### src/include/rasterix_config.svh
// Framebuffer configuration
`ifndef RASTERIX_CONFIG_SVH
`define RASTERIX_CONFIG_SVH

// Screen geometry
`define RX_X_WIDTH          4
`define RX_Y_WIDTH          3
`define RX_X_RES            16
`define RX_Y_RES            8
`define RX_ADDR_WIDTH       7

// Pixel formats
`define RX_SUB_PIXEL_WIDTH  6
`define RX_DEPTH_WIDTH      16

// Streams and command fields
`define RX_CMD_WIDTH        32
`define RX_BUF_ADDR_WIDTH   24
`define RX_OPCODE_LSB       28

`endif

### src/verilog/rasterix_pkg.sv
// Framebuffer types
`include "rasterix_config.svh"

package rasterix_pkg;

    typedef enum logic [3:0] {
        OP_NOP           = 4'd0,
        OP_SCISSOR_START = 4'd1,
        OP_SCISSOR_END   = 4'd2,
        OP_CONF          = 4'd3,
        OP_CLEAR_COLOR   = 4'd4,
        OP_CLEAR_DEPTH   = 4'd5,
        OP_MEMSET        = 4'd6,
        OP_PIXEL         = 4'd7,
        OP_COMMIT        = 4'd8,
        OP_SWAP          = 4'd9
    } opcode_t;

    typedef enum logic [2:0] {
        ST_IDLE,
        ST_PIXEL_COLOR,
        ST_MEMSET,
        ST_COMMIT,
        ST_SWAP
    } dec_state_t;

    typedef struct packed {
        logic [`RX_SUB_PIXEL_WIDTH-1:0] r;
        logic [`RX_SUB_PIXEL_WIDTH-1:0] g;
        logic [`RX_SUB_PIXEL_WIDTH-1:0] b;
    } color_t;

    typedef logic [`RX_DEPTH_WIDTH-1:0] depth_t;

    // One bit wider than the coordinate so the exclusive end fits
    typedef logic [`RX_X_WIDTH:0] screen_x_t;
    typedef logic [`RX_Y_WIDTH:0] screen_y_t;

endpackage
### src/verilog/rasterix_if.sv
// Framebuffer interfaces
`timescale 1ns/1ps
`include "rasterix_config.svh"

// Scissor rectangle shared by both buffers
interface fb_conf_if
    import rasterix_pkg::*;
();
    logic      scissor_en;
    screen_x_t scissor_start_x;
    screen_y_t scissor_start_y;
    screen_x_t scissor_end_x;
    screen_y_t scissor_end_y;

    modport src (
        output scissor_en, scissor_start_x, scissor_start_y, scissor_end_x, scissor_end_y
    );

    modport dst (
        input  scissor_en, scissor_start_x, scissor_start_y, scissor_end_x, scissor_end_y
    );
endinterface

// One pixel per valid pulse, never stalled
interface pixel_if
    import rasterix_pkg::*;
();
    logic                   valid;
    logic [`RX_X_WIDTH-1:0] x;
    logic [`RX_Y_WIDTH-1:0] y;
    depth_t                 depth;
    color_t                 color;

    modport src (output valid, x, y, depth, color);
    modport dst (input  valid, x, y, depth, color);
endinterface

### src/verilog/cmd_decoder.sv
// Command decoder
`timescale 1ns/1ps
`include "rasterix_config.svh"

module cmd_decoder
    import rasterix_pkg::*;
(
    input  logic                          aclk,
    input  logic                          reset,

    input  logic                          s_cmd_axis_tvalid,
    output logic                          s_cmd_axis_tready,
    input  logic                          s_cmd_axis_tlast,
    input  logic [`RX_CMD_WIDTH-1:0]      s_cmd_axis_tdata,

    output logic                          color_memset_start,
    output logic                          depth_memset_start,
    input  logic                          color_memset_busy,
    input  logic                          depth_memset_busy,
    output color_t                        clear_color,
    output depth_t                        clear_depth,
    output logic [2:0]                    color_mask,
    output logic                          depth_mask,
    output logic                          depth_test_en,

    output logic                          commit_start,
    input  logic                          commit_done,

    output logic                          swap_fb,
    output logic [`RX_BUF_ADDR_WIDTH-1:0] fb_addr,
    input  logic                          fb_swapped,

    fb_conf_if.src                        conf,
    pixel_if.src                          pix
);
    dec_state_t state;
    opcode_t    opcode;
    logic       beat;
    logic       memset_running;

    // Commands frame themselves by opcode, s_cmd_axis_tlast carries nothing
    assign beat   = s_cmd_axis_tvalid && s_cmd_axis_tready;
    assign opcode = opcode_t'(s_cmd_axis_tdata[`RX_OPCODE_LSB +: 4]);
    assign s_cmd_axis_tready = (state == ST_IDLE) || (state == ST_PIXEL_COLOR);

    // Start pulses count as running, busy only rises a cycle later
    assign memset_running = color_memset_start || depth_memset_start
                         || color_memset_busy || depth_memset_busy;

    always_ff @(posedge aclk)
    begin
        color_memset_start <= 1'b0;
        depth_memset_start <= 1'b0;
        commit_start       <= 1'b0;
        swap_fb            <= 1'b0;
        pix.valid          <= 1'b0;
        if (reset)
        begin
            state                <= ST_IDLE;
            conf.scissor_en      <= 1'b0;
            conf.scissor_start_x <= '0;
            conf.scissor_start_y <= '0;
            conf.scissor_end_x   <= '0;
            conf.scissor_end_y   <= '0;
            depth_test_en        <= 1'b0;
            depth_mask           <= 1'b1;
            color_mask           <= 3'b111;
            clear_color          <= '0;
            clear_depth          <= '0;
            fb_addr              <= '0;
        end
        else
        begin
            case (state)
                ST_IDLE:
                    if (beat)
                    begin
                        case (opcode)
                            OP_SCISSOR_START:
                            begin
                                conf.scissor_start_x <= s_cmd_axis_tdata[4:0];
                                conf.scissor_start_y <= s_cmd_axis_tdata[11:8];
                            end
                            OP_SCISSOR_END:
                            begin
                                conf.scissor_end_x <= s_cmd_axis_tdata[4:0];
                                conf.scissor_end_y <= s_cmd_axis_tdata[11:8];
                            end
                            OP_CONF:
                            begin
                                conf.scissor_en <= s_cmd_axis_tdata[0];
                                depth_test_en   <= s_cmd_axis_tdata[1];
                                depth_mask      <= s_cmd_axis_tdata[2];
                                color_mask      <= s_cmd_axis_tdata[6:4];
                            end
                            OP_CLEAR_COLOR: clear_color <= s_cmd_axis_tdata[17:0];
                            OP_CLEAR_DEPTH: clear_depth <= s_cmd_axis_tdata[15:0];
                            OP_MEMSET:
                            begin
                                color_memset_start <= s_cmd_axis_tdata[0];
                                depth_memset_start <= s_cmd_axis_tdata[1];
                                if (|s_cmd_axis_tdata[1:0])
                                    state <= ST_MEMSET;
                            end
                            OP_PIXEL: state <= ST_PIXEL_COLOR;
                            OP_COMMIT:
                            begin
                                commit_start <= 1'b1;
                                state        <= ST_COMMIT;
                            end
                            OP_SWAP:
                            begin
                                swap_fb <= 1'b1;
                                fb_addr <= s_cmd_axis_tdata[`RX_BUF_ADDR_WIDTH-1:0];
                                state   <= ST_SWAP;
                            end
                            default: ;
                        endcase
                    end
                ST_PIXEL_COLOR:
                    if (beat)
                    begin
                        pix.valid <= 1'b1;
                        state     <= ST_IDLE;
                    end
                ST_MEMSET:
                    if (!memset_running)
                        state <= ST_IDLE;
                ST_COMMIT:
                    if (commit_done)
                        state <= ST_IDLE;
                ST_SWAP:
                    if (fb_swapped)
                        state <= ST_IDLE;
                default: state <= ST_IDLE;
            endcase
        end
    end

    // Pixel payload, held until the pulse after the color beat
    always_ff @(posedge aclk)
    begin
        if (beat && (state == ST_IDLE) && (opcode == OP_PIXEL))
        begin
            pix.depth <= s_cmd_axis_tdata[15:0];
            pix.x     <= s_cmd_axis_tdata[19:16];
            pix.y     <= s_cmd_axis_tdata[26:24];
        end
        if (beat && (state == ST_PIXEL_COLOR))
            pix.color <= s_cmd_axis_tdata[17:0];
    end

endmodule

### src/verilog/depth_test.sv
// Depth test pipeline
`timescale 1ns/1ps
`include "rasterix_config.svh"

module depth_test
    import rasterix_pkg::*;
(
    input  logic                     aclk,
    input  logic                     reset,
    input  logic                     depth_test_en,
    pixel_if.dst                     pix,

    output logic [`RX_ADDR_WIDTH-1:0] depth_raddr,
    input  depth_t                   depth_rdata,

    output logic                     wvalid,
    output logic [`RX_X_WIDTH-1:0]   wx,
    output logic [`RX_Y_WIDTH-1:0]   wy,
    output color_t                   wcolor,
    output depth_t                   wdepth
);
    logic   s2_valid;
    logic   fwd_valid;
    depth_t fwd_depth;
    depth_t stored_depth;

    // Stage 1 reads the stored depth
    assign depth_raddr = {pix.y, pix.x};

    // Stage 2, memory reads old data when both stages hit one address
    assign stored_depth = fwd_valid ? fwd_depth : depth_rdata;
    assign wvalid = s2_valid && (!depth_test_en || (wdepth < stored_depth));

    always_ff @(posedge aclk)
    begin
        if (reset)
        begin
            s2_valid  <= 1'b0;
            fwd_valid <= 1'b0;
        end
        else
        begin
            s2_valid  <= pix.valid;
            fwd_valid <= pix.valid && wvalid && ({wy, wx} == depth_raddr);
        end
    end

    always_ff @(posedge aclk)
    begin
        wx        <= pix.x;
        wy        <= pix.y;
        wdepth    <= pix.depth;
        wcolor    <= pix.color;
        fwd_depth <= wdepth;
    end

endmodule

### src/verilog/frame_buffer.sv
// Scissored pixel memory
`timescale 1ns/1ps
`include "rasterix_config.svh"

module frame_buffer
    import rasterix_pkg::*;
#(
    parameter int PIXEL_WIDTH = 18,
    parameter int MASK_WIDTH  = 3
)
(
    input  logic                      aclk,
    input  logic                      reset,
    fb_conf_if.dst                    conf,

    input  logic                      wvalid,
    input  logic [`RX_X_WIDTH-1:0]    wx,
    input  logic [`RX_Y_WIDTH-1:0]    wy,
    input  logic [PIXEL_WIDTH-1:0]    wdata,
    input  logic [MASK_WIDTH-1:0]     wmask,

    input  logic [PIXEL_WIDTH-1:0]    clear_value,
    input  logic                      memset_start,
    output logic                      memset_busy,

    input  logic [`RX_ADDR_WIDTH-1:0] raddr,
    output logic [PIXEL_WIDTH-1:0]    rdata
);
    localparam int LANE_WIDTH = PIXEL_WIDTH / MASK_WIDTH;
    localparam int DEPTH      = `RX_X_RES * `RX_Y_RES;

    logic [PIXEL_WIDTH-1:0]    mem [DEPTH];
    logic [`RX_ADDR_WIDTH-1:0] sweep_addr;
    logic [`RX_ADDR_WIDTH-1:0] waddr;
    logic [PIXEL_WIDTH-1:0]    data;
    screen_x_t                 px;
    screen_y_t                 py;
    logic                      in_scissor;
    logic                      wen;

    // Sweep owns the write port while it runs
    assign waddr = memset_busy ? sweep_addr : {wy, wx};
    assign data  = memset_busy ? clear_value : wdata;

    assign px = {1'b0, waddr[`RX_X_WIDTH-1:0]};
    assign py = {1'b0, waddr[`RX_ADDR_WIDTH-1:`RX_X_WIDTH]};

    // Start inclusive, end exclusive
    assign in_scissor = !conf.scissor_en
                     || ((px >= conf.scissor_start_x) && (px < conf.scissor_end_x)
                      && (py >= conf.scissor_start_y) && (py < conf.scissor_end_y));
    assign wen = (memset_busy || wvalid) && in_scissor;

    always_ff @(posedge aclk)
    begin
        if (reset)
        begin
            memset_busy <= 1'b0;
            sweep_addr  <= '0;
        end
        else if (memset_start)
        begin
            memset_busy <= 1'b1;
            sweep_addr  <= '0;
        end
        else if (memset_busy)
        begin
            sweep_addr <= sweep_addr + 1'b1;
            if (&sweep_addr)
                memset_busy <= 1'b0;
        end
    end

    // One mask bit per lane
    always_ff @(posedge aclk)
    begin
        for (int i = 0; i < MASK_WIDTH; i++)
        begin
            if (wen && wmask[i])
                mem[waddr][i*LANE_WIDTH +: LANE_WIDTH] <= data[i*LANE_WIDTH +: LANE_WIDTH];
        end
        rdata <= mem[raddr];
    end

endmodule

### src/verilog/frame_streamer.sv
// RGB565 framebuffer streamer
`timescale 1ns/1ps
`include "rasterix_config.svh"

module frame_streamer
    import rasterix_pkg::*;
(
    input  logic                      aclk,
    input  logic                      reset,
    input  logic                      commit_start,
    output logic                      commit_done,

    output logic [`RX_ADDR_WIDTH-1:0] raddr,
    input  color_t                    rdata,

    output logic                      m_framebuffer_axis_tvalid,
    input  logic                      m_framebuffer_axis_tready,
    output logic                      m_framebuffer_axis_tlast,
    output logic [`RX_CMD_WIDTH-1:0]  m_framebuffer_axis_tdata
);
    logic                      rd_valid;
    logic [`RX_ADDR_WIDTH-1:0] cur;
    logic                      out_free;
    logic                      take;
    logic [15:0]               lo_pix;

    function automatic logic [15:0] to_rgb565(input color_t c);
        to_rgb565 = {c.r[5:1], c.g, c.b[5:1]};
    endfunction

    assign out_free = !m_framebuffer_axis_tvalid || m_framebuffer_axis_tready;

    // Even pixels park in lo_pix, odd ones need a free output register
    assign take = rd_valid && (!cur[0] || out_free);

    // A pixel that cannot be taken is read again
    always_comb
    begin
        if (rd_valid && !take)
            raddr = cur;
        else if (rd_valid)
            raddr = cur + 1'b1;
        else
            raddr = '0;
    end

    always_ff @(posedge aclk)
    begin
        if (reset)
        begin
            rd_valid                  <= 1'b0;
            m_framebuffer_axis_tvalid <= 1'b0;
            m_framebuffer_axis_tlast  <= 1'b0;
            commit_done               <= 1'b0;
        end
        else
        begin
            commit_done <= m_framebuffer_axis_tvalid && m_framebuffer_axis_tready
                        && m_framebuffer_axis_tlast;
            if (commit_start)
                rd_valid <= 1'b1;
            else if (take && (&cur))
                rd_valid <= 1'b0;

            if (take && cur[0])
            begin
                m_framebuffer_axis_tvalid <= 1'b1;
                m_framebuffer_axis_tlast  <= &cur;
            end
            else if (m_framebuffer_axis_tready)
            begin
                m_framebuffer_axis_tvalid <= 1'b0;
                m_framebuffer_axis_tlast  <= 1'b0;
            end
        end
    end

    always_ff @(posedge aclk)
    begin
        if (commit_start)
            cur <= '0;
        else if (take)
            cur <= cur + 1'b1;
        if (take && !cur[0])
            lo_pix <= to_rgb565(rdata);
        if (take && cur[0])
            m_framebuffer_axis_tdata <= {to_rgb565(rdata), lo_pix};
    end

endmodule

### src/verilog/rasterix_fb_top.sv
// Framebuffer top level
`timescale 1ns/1ps
`include "rasterix_config.svh"

module rasterix_fb_top
    import rasterix_pkg::*;
(
    input  logic                          aclk,
    input  logic                          reset,

    input  logic                          s_cmd_axis_tvalid,
    output logic                          s_cmd_axis_tready,
    input  logic                          s_cmd_axis_tlast,
    input  logic [`RX_CMD_WIDTH-1:0]      s_cmd_axis_tdata,

    output logic                          m_framebuffer_axis_tvalid,
    input  logic                          m_framebuffer_axis_tready,
    output logic                          m_framebuffer_axis_tlast,
    output logic [`RX_CMD_WIDTH-1:0]      m_framebuffer_axis_tdata,

    output logic                          swap_fb,
    output logic [`RX_BUF_ADDR_WIDTH-1:0] fb_addr,
    input  logic                          fb_swapped
);
    logic                      color_memset_start;
    logic                      depth_memset_start;
    logic                      color_memset_busy;
    logic                      depth_memset_busy;
    color_t                    clear_color;
    depth_t                    clear_depth;
    logic [2:0]                color_mask;
    logic                      depth_mask;
    logic                      depth_test_en;
    logic                      commit_start;
    logic                      commit_done;
    logic [`RX_ADDR_WIDTH-1:0] depth_raddr;
    depth_t                    depth_rdata;
    logic [`RX_ADDR_WIDTH-1:0] color_raddr;
    color_t                    color_rdata;
    logic                      wvalid;
    logic [`RX_X_WIDTH-1:0]    wx;
    logic [`RX_Y_WIDTH-1:0]    wy;
    color_t                    wcolor;
    depth_t                    wdepth;

    fb_conf_if conf ();
    pixel_if   pix ();

    cmd_decoder cmd_decoder_i (.*);

    depth_test depth_test_i (
        .aclk, .reset, .depth_test_en, .pix,
        .depth_raddr, .depth_rdata,
        .wvalid, .wx, .wy, .wcolor, .wdepth
    );

    frame_buffer #(
        .PIXEL_WIDTH ($bits(color_t)),
        .MASK_WIDTH  (3)
    ) color_buffer (
        .aclk, .reset, .conf, .wvalid, .wx, .wy,
        .wdata        (wcolor),
        .wmask        (color_mask),
        .clear_value  (clear_color),
        .memset_start (color_memset_start),
        .memset_busy  (color_memset_busy),
        .raddr        (color_raddr),
        .rdata        (color_rdata)
    );

    frame_buffer #(
        .PIXEL_WIDTH (`RX_DEPTH_WIDTH),
        .MASK_WIDTH  (1)
    ) depth_buffer (
        .aclk, .reset, .conf, .wvalid, .wx, .wy,
        .wdata        (wdepth),
        .wmask        (depth_mask),
        .clear_value  (clear_depth),
        .memset_start (depth_memset_start),
        .memset_busy  (depth_memset_busy),
        .raddr        (depth_raddr),
        .rdata        (depth_rdata)
    );

    frame_streamer frame_streamer_i (
        .aclk, .reset, .commit_start, .commit_done,
        .raddr (color_raddr),
        .rdata (color_rdata),
        .m_framebuffer_axis_tvalid,
        .m_framebuffer_axis_tready,
        .m_framebuffer_axis_tlast,
        .m_framebuffer_axis_tdata
    );

endmodule

### config.mk
export PLATFORM = sky130hd
export DESIGN_NAME = rasterix_fb_top
export DESIGN_NICKNAME = d
export VERILOG_FILES = /design/src/verilog/rasterix_pkg.sv /design/src/verilog/rasterix_if.sv /design/src/verilog/cmd_decoder.sv /design/src/verilog/depth_test.sv /design/src/verilog/frame_buffer.sv /design/src/verilog/frame_streamer.sv /design/src/verilog/rasterix_fb_top.sv
export VERILOG_INCLUDE_DIRS = /design/src /design/src/include
export SDC_FILE = /design/constraint.sdc
export NUM_CORES = 2
export LEC_CHECK = 0
export BUFFER_PORTS_ARGS = -buffer_cell sky130_fd_sc_hd__buf_2
export CORE_AREA = 8 8 735 737
export DETAILED_ROUTE_END_ITERATION = 10
export DIE_AREA = 0 0 743 745
export PLACE_DENSITY = 0.55
export SLEW_MARGIN = 20
export SYNTH_ARGS = -nofsm -noshare
export SYNTH_HDL_FRONTEND = slang
export SYNTH_HIERARCHICAL = 1
export SYNTH_MEMORY_MAX_BITS = 65536
export SYNTH_SLANG_ARGS = --single-unit
### constraint.sdc
create_clock -name aclk -period 5.1 [get_ports aclk]
set_clock_uncertainty 0.05 [all_clocks]
set_input_delay 1.02 -clock aclk [delete_from_list [all_inputs] [get_ports aclk]]
set_output_delay 1.02 -clock aclk [all_outputs]
set_load 0.01 [all_outputs]
==> flow_summary.ini <==
[run_status]
status = finished, final reports clean

[timing]
hold_violations = 0
setup_ws_ns = 0.310
report.final.slew_viol_count = 0
finalCritPeriodShare_pct = 93.9
tightestPinTransition_ns = 1.21
setup_tns_ns = 0
rsz0062_at_grt = false
finalSetupViolCount = 0
slew_headroom_pct = 19.6
hold_ws_ns = 0.157
max_freq_ghz = 0.209
finalCriticalPeriod_ns = 4.79

[setup_path]
timing.rr.end = color_buffer/mem[119][10]
cp.arrival_ns = 5.39
path_cells = buf_12, mux2i_1, ha_1, nand2_1, o211ai_1, a221o_1, a21oi_1, nor2_1, nor3_1, nand2_1, o32a_2, buf_12, buf_4, nor4b_2, buf_4
end_kind = flop
endpoint = color_buffer/mem[119][10]
r2r_start = depth_test_i/fwd_valid
startpoint_type = flop
slowest_stage = dfxtp_1
reg2reg_slack_ns = 0.31
cp_top_family = compound AO/OA/AOI/OAI gates
startpoint = depth_test_i/fwd_valid
crit_required_ns = 5.70
cpPeakStageDelay_ns = 0.58
critical_path_class = flop to flop
cp_num_cells = 15
crit_path_max_fanout = 52
crit_buf_inv = 4
reg2regPathDepth = 15

[pwr]
p_seq_share_pct = 53.4
clock_power_share_pct = 45.3
switching_share_pct = 19.7
pwr-share-comb_pct = 1.3
p_leak_nw = 62.6
p_per_area_nw_per_um2 = 359
p_sw_mw = 14.4
power.internal_mw = 58.8
vdd_drop_max_mv = 0.309

[floorplanning]
start_util_pct = 33.1
core-area_um2 = 527000
top_level_ports = 98
num_rows = 267
die_w_um = 743
dieArea_um2 = 554000
die_h_um = 745

[clocking]
clockBufferDepth = 4
cts_tree = yes
clk_latency_ns = 1.00
cts_root_buf = clkbuf_16
htree_num_levels = 5
cts_sinks = 4387
numCtsBuffers = 448
post_cts_buffers = 0
cts_resized = 0
holdBufCountCts = 0
clkTransAtPathRegs_ns = 0.06

[yosys]
syn_nets = 9772
synth_cells = 9692
ys_warn_count = 6
syn_avg_cell_area_um2 = 18.0
syn-cell-area_um2 = 175000

[routing]
vias = 92800
firstDrtPassIters = 7
vias_per_cell = 5.22
first_iter_violations = 8787
route.detailed.drc = 0
detail-route-antenna-nets = 0
wl_per_cell_um = 26.8
wl_um = 477000

[cells_and_area]
areaGrowthSynthToFinish_pct = 16.8
regArea_um2 = 130000
multi_input_area_um2 = 42000
drive_gt1_share_pct = 27.0
postLayoutCoreUtil_pct = 38.6
nets = 10500
fillers = 47500
layout.cells.non_filler = 17800

[placement]
hpwl_um = 309000
finalWeightedCongestion = 0.868
place_inst = 17000
dp_slack_ns = 0.326
io_buffers = 95

[run]
maxCapViolCount = 0

[worst_hold_path]
hold_class = input port to flop

[global_route]
grt_max_degree = 129
grt_first_pass_wirelength_um = 684000
grt_overflow = 0
grt_pass1_vias = 94500
grt_usage_pct = 16.7
antenna_found_initial = 14
[worst reg2reg max path: cells and delay by family (launching register included)]
kind | cells | cell delay (ns)
AOI/OAI and AO/OA | 4 | 1.33
buffers and inverters | 4 | 1.12
and+or+nand+nor | 5 | 0.90
DFF | 1 | 0.58
adders and majority gates | 1 | 0.25
muxes | 1 | 0.21
[worst min path at each step]
stage	end	cells after the start	slack (ns)	from
final	cmd_decoder_i/pix.y[1]	1	0.16	s_cmd_axis_tdata[25]
after global routing	cmd_decoder_i/pix.y[1]	1	0.08	s_cmd_axis_tdata[25]
after detailed placement	depth_test_i/wcolor[5]	0	0.28	cmd_decoder_i/pix.color[5]
after global placement	depth_test_i/wcolor[4]	0	0.27	cmd_decoder_i/pix.color[4]
after CTS	cmd_decoder_i/pix.y[1]	1	0.06	s_cmd_axis_tdata[25]
after floorplan	depth_test_i/wcolor[10]	0	0.27	cmd_decoder_i/pix.color[10]
[power groups by stage]
stage | logic (mW) | registers, mW | clock network, mW
floorplan | 0.538 | 39.8 | 0
global placement | 0.951 | 39.9 | 0
detailed placement | 0.967 | 39.9 | 0
CTS | 0.970 | 39.1 | 33.9
global route | 1.02 | 39.1 | 35.1
finish | 0.962 | 39.1 | 33.2
[layer usage]
metal	global-route usage (%)	routed length, µm
met5	0	27
met4	5.90	19400
met3	2.38	26800
met2	29.5	241000
met1	21.0	190000
[layout by cell type, fill, tap and decap left out, drive strengths merged, types with 13 or more instances in the layout]
| cell type | n |
|---|---|
| o21ai | 76 |
| nand4 | 58 |
| clkinv | 206 |
| a211oi | 445 |
| nor2 | 509 |
| o211ai | 65 |
| a2111oi | 65 |
| nand3 | 87 |
| nand2 | 353 |
| o22ai | 262 |
| edfxtp | 4183 |
| nor3 | 408 |
| inv | 56 |
| bufinv | 63 |
| a21oi | 30 |
| ha | 42 |
| mux4 | 640 |
| nand2b | 117 |
| nor4 | 189 |
| mux2i | 169 |
| nor4b | 174 |
| mux2 | 303 |
| clkbuf | 531 |
| nor2b | 452 |
| buf | 970 |
| clkinvlp | 13 |
| dfxtp | 204 |
[metrics by stage]
step                      area, µm²  total power [mW]
after floorplan              175000              40.4
after global placement       189000              40.8
after detailed placement     189000              40.8
after CTS                    204000              73.9
after global routing         204000              75.2
final                        204000              73.2
[layout make-up]
cell class	instances	area share, %
Antenna cell	8	0.00982
Multi-Input combinational cell	4564	20.6
Sequential cell	4387	63.6
Timing Repair Buffer	970	4.10
Inverter	42	0.0780
Tap cell	6994	4.29
Clock buffer	531	5.72
Clock inverter	296	1.54
[sequential cells by signal, indices dropped and copies added, names as in the netlist, 7 cells and up]
signal	cells
cmd_decoder_i/fb_addr	24
depth_test_i/wdepth	16
cmd_decoder_i/pix.color	16
frame_streamer_i/m_framebuffer_axis_tdata	32
color_buffer/mem	2048
color_buffer/sweep_addr	7
cmd_decoder_i/pix.depth	16
depth_buffer/mem	2048
depth_test_i/fwd_depth	16
frame_streamer_i/lo_pix	16
cmd_decoder_i/clear_color	16
color_buffer/rdata	16
depth_buffer/rdata	16
frame_streamer_i/cur	7
depth_test_i/wcolor	16
cmd_decoder_i/clear_depth	16
depth_buffer/sweep_addr	7
(Power assumes the default switching activity.)
